$ cat config.mk
export PLATFORM = sky130hd
export DESIGN_NAME = div_pipeline_top
export DESIGN_NICKNAME = d
export VERILOG_FILES = /design/src/source/div_pkg.sv /design/src/source/div_operand_prep.sv /design/src/source/div_pipeline_top.sv /design/src/source/div_result_fix.sv /design/src/source/div_step_stage.sv
export SDC_FILE = /design/constraint.sdc
export NUM_CORES = 2
export LEC_CHECK = 0
export ABC_AREA = 0
export BUFFER_PORTS_ARGS = -buffer_cell sky130_fd_sc_hd__buf_2
export CORE_ASPECT_RATIO = 0.5
export CORE_MARGIN = 2
export CORE_UTILIZATION = 37
export CTS_BUF_LIST = sky130_fd_sc_hd__clkbuf_8
export CTS_CLUSTER_SIZE = 30
export DETAILED_ROUTE_END_ITERATION = 8
export PLACE_DENSITY_LB_ADDON = 0.15
export SLEW_MARGIN = 20
export SYNTH_ARGS = -nofsm -noshare
export SYNTH_HDL_FRONTEND = slang
export SYNTH_SLANG_ARGS = --single-unit
$ cat constraint.sdc
create_clock -name clk -period 19.35 [get_ports clk]
set_clock_uncertainty 0.05 [all_clocks]
set_input_delay 4.8375 -clock clk [delete_from_list [all_inputs] [get_ports clk]]
set_output_delay 4.8375 -clock clk [all_outputs]
set_load 0.05 [all_outputs]
$ cat src/source/div_pkg.sv
package div_pkg;

  // operand and result width of the divide unit
  localparam int XLEN = 32;

  // operands, partial remainders and results all share this type
  typedef logic [XLEN-1:0] word_t;

  // divide operations of the RV32M extension
  // encoding follows the low two funct3 bits of the instructions,
  // so bit 0 marks the unsigned forms and bit 1 marks the remainder forms
  typedef enum logic [1:0] {
    DIV_OP_DIV  = 2'b00,
    DIV_OP_DIVU = 2'b01,
    DIV_OP_REM  = 2'b10,
    DIV_OP_REMU = 2'b11
  } div_op_e;

endpackage

$ cat src/source/div_operand_prep.sv
`timescale 1ns/1ps

// input stage of the divide pipeline
// the step stages only ever see unsigned magnitudes, so the sign handling
// of DIV and REM is split between this stage and div_result_fix
module div_operand_prep import div_pkg::*; (
  input  logic    clk,
  input  logic    rst,
  input  logic    valid_i,
  input  div_op_e op_i,
  input  word_t   dividend_i,
  input  word_t   divisor_i,
  output logic    valid_o,
  output word_t   rem_o,
  output word_t   quo_o,
  output word_t   divisor_o,
  output logic    negate_o,
  output logic    want_rem_o
);

  logic  signed_op;
  logic  dividend_neg;
  logic  divisor_neg;
  word_t dividend_mag;
  word_t divisor_mag;
  logic  negate_next;
  logic  want_rem_next;

  assign signed_op = (op_i == DIV_OP_DIV) || (op_i == DIV_OP_REM);

  // sign bits only count for the signed forms
  assign dividend_neg = signed_op && dividend_i[XLEN-1];
  assign divisor_neg  = signed_op && divisor_i[XLEN-1];

  // two's complement magnitude of negative operands
  // the most negative value maps onto itself, which is still its
  // correct unsigned magnitude
  assign dividend_mag = dividend_neg ? (~dividend_i + 1'b1) : dividend_i;
  assign divisor_mag  = divisor_neg ? (~divisor_i + 1'b1) : divisor_i;

  always_comb begin
    negate_next = 1'b0;
    case (op_i)
      // a zero divisor must leave the all-ones quotient untouched
      DIV_OP_DIV: negate_next = (dividend_neg ^ divisor_neg) && (divisor_i != '0);
      // remainder follows the sign of the dividend
      DIV_OP_REM: negate_next = dividend_neg;
      default:    negate_next = 1'b0;
    endcase
  end

  assign want_rem_next = (op_i == DIV_OP_REM) || (op_i == DIV_OP_REMU);

  always_ff @(posedge clk) begin
    if (rst) begin
      valid_o <= 1'b0;
    end else begin
      valid_o <= valid_i;
    end
  end

  always_ff @(posedge clk) begin
    // partial remainder starts at zero, the dividend sits in the shift register
    rem_o      <= '0;
    quo_o      <= dividend_mag;
    divisor_o  <= divisor_mag;
    negate_o   <= negate_next;
    want_rem_o <= want_rem_next;
  end

endmodule

$ cat src/source/div_pipeline_top.sv
`timescale 1ns/1ps

// fully pipelined 32-bit divide unit for DIV, DIVU, REM and REMU
// one operation may enter per cycle, results leave in issue order
// STAGE_COUNT must divide XLEN evenly: 1, 2, 4, 8, 16 or 32
module div_pipeline_top import div_pkg::*; #(
  parameter int STAGE_COUNT = 8
) (
  input  logic    clk,
  input  logic    rst,
  input  logic    valid_i,
  input  div_op_e op_i,
  input  word_t   dividend_i,
  input  word_t   divisor_i,
  output logic    valid_o,
  output word_t   result_o
);

  // prep, the step stages and the output stage each take one cycle
  localparam int LATENCY = STAGE_COUNT + 2;

  // one link after each register stage except the final output stage
  localparam int LINK_COUNT = LATENCY - 1;

  // link 0 is driven by prep, link k by step stage k-1
  logic  valid_link    [LINK_COUNT];
  word_t rem_link      [LINK_COUNT];
  word_t quo_link      [LINK_COUNT];
  word_t divisor_link  [LINK_COUNT];
  logic  negate_link   [LINK_COUNT];
  logic  want_rem_link [LINK_COUNT];

  div_operand_prep u_prep (
    .clk        (clk),
    .rst        (rst),
    .valid_i    (valid_i),
    .op_i       (op_i),
    .dividend_i (dividend_i),
    .divisor_i  (divisor_i),
    .valid_o    (valid_link[0]),
    .rem_o      (rem_link[0]),
    .quo_o      (quo_link[0]),
    .divisor_o  (divisor_link[0]),
    .negate_o   (negate_link[0]),
    .want_rem_o (want_rem_link[0])
  );

  for (genvar s = 0; s < STAGE_COUNT; s++) begin : g_step
    div_step_stage #(
      .STAGE_COUNT (STAGE_COUNT)
    ) u_step (
      .clk        (clk),
      .rst        (rst),
      .valid_i    (valid_link[s]),
      .rem_i      (rem_link[s]),
      .quo_i      (quo_link[s]),
      .divisor_i  (divisor_link[s]),
      .negate_i   (negate_link[s]),
      .want_rem_i (want_rem_link[s]),
      .valid_o    (valid_link[s+1]),
      .rem_o      (rem_link[s+1]),
      .quo_o      (quo_link[s+1]),
      .divisor_o  (divisor_link[s+1]),
      .negate_o   (negate_link[s+1]),
      .want_rem_o (want_rem_link[s+1])
    );
  end

  // the divisor is no longer needed once the last step has run
  div_result_fix u_fix (
    .clk        (clk),
    .rst        (rst),
    .valid_i    (valid_link[STAGE_COUNT]),
    .rem_i      (rem_link[STAGE_COUNT]),
    .quo_i      (quo_link[STAGE_COUNT]),
    .negate_i   (negate_link[STAGE_COUNT]),
    .want_rem_i (want_rem_link[STAGE_COUNT]),
    .valid_o    (valid_o),
    .result_o   (result_o)
  );

endmodule

$ cat src/source/div_result_fix.sv
`timescale 1ns/1ps

// output stage of the divide pipeline
// picks the quotient or remainder and restores the sign worked out in prep
module div_result_fix import div_pkg::*; (
  input  logic  clk,
  input  logic  rst,
  input  logic  valid_i,
  input  word_t rem_i,
  input  word_t quo_i,
  input  logic  negate_i,
  input  logic  want_rem_i,
  output logic  valid_o,
  output word_t result_o
);

  word_t selected;
  word_t fixed;

  assign selected = want_rem_i ? rem_i : quo_i;

  // two's complement when the signed result is negative
  assign fixed = negate_i ? (~selected + 1'b1) : selected;

  // result strobe, one cycle per completed operation
  always_ff @(posedge clk) begin
    if (rst) begin
      valid_o <= 1'b0;
    end else begin
      valid_o <= valid_i;
    end
  end

  always_ff @(posedge clk) begin
    result_o <= fixed;
  end

endmodule

$ cat src/source/div_step_stage.sv
`timescale 1ns/1ps

// one stage of the restoring divider
// resolves XLEN / STAGE_COUNT quotient bits per cycle
module div_step_stage import div_pkg::*; #(
  parameter int STAGE_COUNT = 8
) (
  input  logic  clk,
  input  logic  rst,
  input  logic  valid_i,
  input  word_t rem_i,
  input  word_t quo_i,
  input  word_t divisor_i,
  input  logic  negate_i,
  input  logic  want_rem_i,
  output logic  valid_o,
  output word_t rem_o,
  output word_t quo_o,
  output word_t divisor_o,
  output logic  negate_o,
  output logic  want_rem_o
);

  localparam int BITS_PER_STAGE = XLEN / STAGE_COUNT;

  word_t rem_next;
  word_t quo_next;

  // quo holds the dividend bits not yet consumed in its upper part and
  // the quotient bits produced so far in its lower part
  always_comb begin
    logic [XLEN:0] shifted;
    logic          q_bit;

    rem_next = rem_i;
    quo_next = quo_i;
    for (int i = 0; i < BITS_PER_STAGE; i++) begin
      // bring down the next dividend bit
      shifted = {rem_next, quo_next[XLEN-1]};
      // one extra bit so the compare never wraps
      q_bit = (shifted >= {1'b0, divisor_i});
      if (q_bit) begin
        shifted = shifted - {1'b0, divisor_i};
      end
      // remainder stays below the divisor, top bit is always clear here
      rem_next = shifted[XLEN-1:0];
      quo_next = {quo_next[XLEN-2:0], q_bit};
    end
  end

  always_ff @(posedge clk) begin
    if (rst) begin
      valid_o <= 1'b0;
    end else begin
      valid_o <= valid_i;
    end
  end

  // payload moves on every cycle, whether the slot is occupied or not
  always_ff @(posedge clk) begin
    rem_o      <= rem_next;
    quo_o      <= quo_next;
    divisor_o  <= divisor_i;
    negate_o   <= negate_i;
    want_rem_o <= want_rem_i;
  end

endmodule

==> results by group <==
STA
  • Worst slew pin tran: 1.149 ns
  • Final period util: 86.38%
  • Setup TNS: 0 ns
  • Fin. max-slew vios: 0
  • Rel. slew slack: 21.22%
  • Max Clk Rate: 59.83 MHz
  • Final-report hold violation count: 0
  • RSZ-0062 raised after global routing: no
  • Tmin final: 16.71 ns
  • # setup viols final: 0
  • Hold_ws: 0.2177 ns

Global route
  • Initial antenna violation count: 25
  • Largest net degree at the start of global routing: 72
  • GRT Overall Usage: 24.63%
  • Grt ovf: 0
  • First-pass GRT wire length: 427500 µm
  • Vias in the first global route: 69840

Finish
  • Fillers: 22300
  • Util after Layout: 40.46%
  • Share of cells above drive strength 1: 9.448%
  • Area grow syn2layout: 8.590%
  • Nets: 11070
  • Area occupied by multi-input gates: 60680 µm²
  • Register area: 17220 µm²

Synth
  • Asr flop ratio synth: 0%
  • Post-synth cell types: 116
  • Seq/Total Area, Yosys: 21.21%
  • #FFs+latches synth: 860
  • Synth Warn #: 0
  • Top FF cell, synth: dfxtp_1
  • EDFF count, synth: 0
  • Cells taking the most area after synthesis: dfxtp_1 21%, ha_1 15%, xnor2_1 6.3%
  • Mapped Area: 81180 µm²
  • Mapped Cells: 9895
  • Yosys top cell area share: 21.21%
  • Syn_area_per_cell: 8.204 µm²
  • Post-synth top area cell: dfxtp_1
  • Post-Synthesis Net Count: 10990

Status
  • Outcome: finished, final reports clean

Placement
  • GPL Wtd Cong: 0.9509
  • DP HPWL: 234700 µm
  • Buffers on Ports: 101

Detailed routing
  • Vias per cell: 5.670
  • Wire per inst: 22.06 µm
  • Final Routed Wirelength: 286200 µm
  • DRT Pass-1 Iters: 6
  • Post-route ant nets: 0
  • Initial drt markers: 5624
  • Via count: 73560
  • Number of remaining DRC errors: 0

Worst hold path
  • Hold Crit Class: reg2reg

Floorplanning
  • Ports: 102
  • Chip height: 335.2 µm
  • Row cnt: 121
  • Core area: 217900 µm²
  • Chip width: 666.4 µm
  • Starting Density: 37.26%
  • Die area: 223400 µm²

Clocking
  • Clock-pin slew on the worst setup and hold paths: 0.08 ns
  • Num Clock Sinks: 860
  • CTS Buf Count: 151
  • CTS Hold Bufs: 0
  • CTS max path bufs: 4
  • Clk_lat worst skew: 0.91 ns
  • H-tree depth: 4
  • Post-CTS repair timing setup buffer count: 0
  • Clk root buf: clkbuf_8
  • CTS tree: built
  • Post-CTS resize count: 0

Worst setup path
  • Critical path data required time: 20.05 ns
  • Slowest CP cell: a311oi_1
  • Crit path DAT: 17.42 ns
  • Crit end category: flip-flop
  • WS Path Type: reg2reg
  • Crit path largest cell delay: 0.75 ns
  • Worst Path Max Fanout: 40
  • Crit path launch type: flip-flop

Run
  • Max cap viols: 0
[worst max-delay path, delay by kind of cell, from the launching register on]
family                     cells  cell delay (ns)
DFF                            1             0.47
muxes                          2             0.48
adders and majority gates      4             1.25
buffers and inverters          8             2.57
and+or+nand+nor               11             2.94
AOI/OAI and AO/OA             25             8.68
[synth_stat cells, drive strengths merged, types with 125 or more instances]
master  instances
inv           632
xnor2         583
clkbuf        126
nand2b        130
nor3          168
ha            997
nand4         125
nor2          629
xor2          302
mux2          527
mux2i         140
a21oi         911
a21o          467
o21a          162
o21ai         639
nor2b         141
nand2         653
dfxtp         860
nand3         212
[sequential cells by signal, indices dropped and copies added, names as in the netlist]
name                      cells
u_prep.want_rem_o             1
u_prep.quo_o                 32
g_step.u_step.negate_o        8
u_fix.result_o               32
u_prep.negate_o               1
u_prep.valid_o                1
u_fix.valid_o                 1
g_step.u_step.valid_o         8
u_prep.divisor_o             32
g_step.u_step.quo_o         256
g_step.u_step.want_rem_o      8
g_step.u_step.divisor_o     224
g_step.u_step.rem_o         256
[layout make-up]
cell class	instances	area share (%)
Tap cell	2890	4.102
Antenna cell	7	0.01987
Inverter	633	2.698
Timing Repair Buffer	143	0.9538
Sequential cell	860	19.53
Clock buffer	186	2.904
Multi-Input combinational cell	8179	68.83
Clock inverter	75	0.9581
[layout by cell type, fill, tap and decap left out, types with 41 or more instances in the layout]
cell / instances
o31ai_1: 82
o21bai_1: 103
nand2_1: 653
dfxtp_1: 859
mux2i_1: 139
o211ai_1: 56
buf_4: 41
o21a_1: 162
nor2b_1: 140
ha_1: 997
inv_1: 634
a21oi_1: 907
a21o_1: 467
a211oi_1: 84
nor3_1: 166
nand3_1: 211
or3_1: 52
a31oi_1: 100
a21boi_0: 68
nor2_1: 622
o21ai_0: 618
buf_2: 101
nor4_1: 78
or2_2: 42
mux2_1: 110
and3_1: 81
xor2_1: 302
nand2b_1: 130
mux2_2: 380
clkbuf_8: 186
nand4_1: 125
xnor2_1: 583
and2_1: 52
[logic make-up (layout without fill, tap and decap cells)]
kind of cell             count (synthesis)  count (layout)  share of synthesized area, %
XOR/XNOR                               885             885                         9.548
other                                    0               7                             0
flip-flops                             860             860                         21.21
multiplexers                           667             667                         9.208
AO/OA/AOI/OAI                         3125            3125                         24.92
adder cells (fa/ha/maj)               1028            1028                         16.13
buffers and inverters                  856            1037                         4.157
AND/OR/NAND/NOR                       2474            2474                         14.82
[metrics by stage]
stage / cell area [µm²] / std cells / worst slack [ns]
global route: 88140 / 12970 / 1.435
global placement: 84690 / 12700 / 2.899
finish: 88150 / 12970 / 2.636
CTS: 88100 / 12970 / 2.709
floorplan: 81180 / 9895 / 7.049
detailed placement: 84700 / 12700 / 2.801
[path summary, 6_finish.rpt]
path,endpoint,depth (start not counted),from,slack [ns]
worst min-delay path,g_step[4].u_step.divisor_o[13],0,g_step[3].u_step.divisor_o[13],0.22
worst max-delay path,g_step[4].u_step.rem_o[28],50,g_step[3].u_step.divisor_o[1],2.64
worst min register to register,g_step[4].u_step.divisor_o[13],0,g_step[3].u_step.divisor_o[13],0.22
worst max register to register,g_step[4].u_step.rem_o[28],50,g_step[3].u_step.divisor_o[1],2.64
[routing by layer]
metal  part of all wire (%)  up-vias  track usage, %
met3                    4.5      378           2.301
met5                      0        -               0
met1                     48    34830           34.07
li1                       -    36450               -
met4                    3.1        0           7.094
met2                     44     1896           40.59
Power is left out: the tool's default activity adds up to more than one toggle a clock period on the data nets, which glitch-free logic cannot reach.
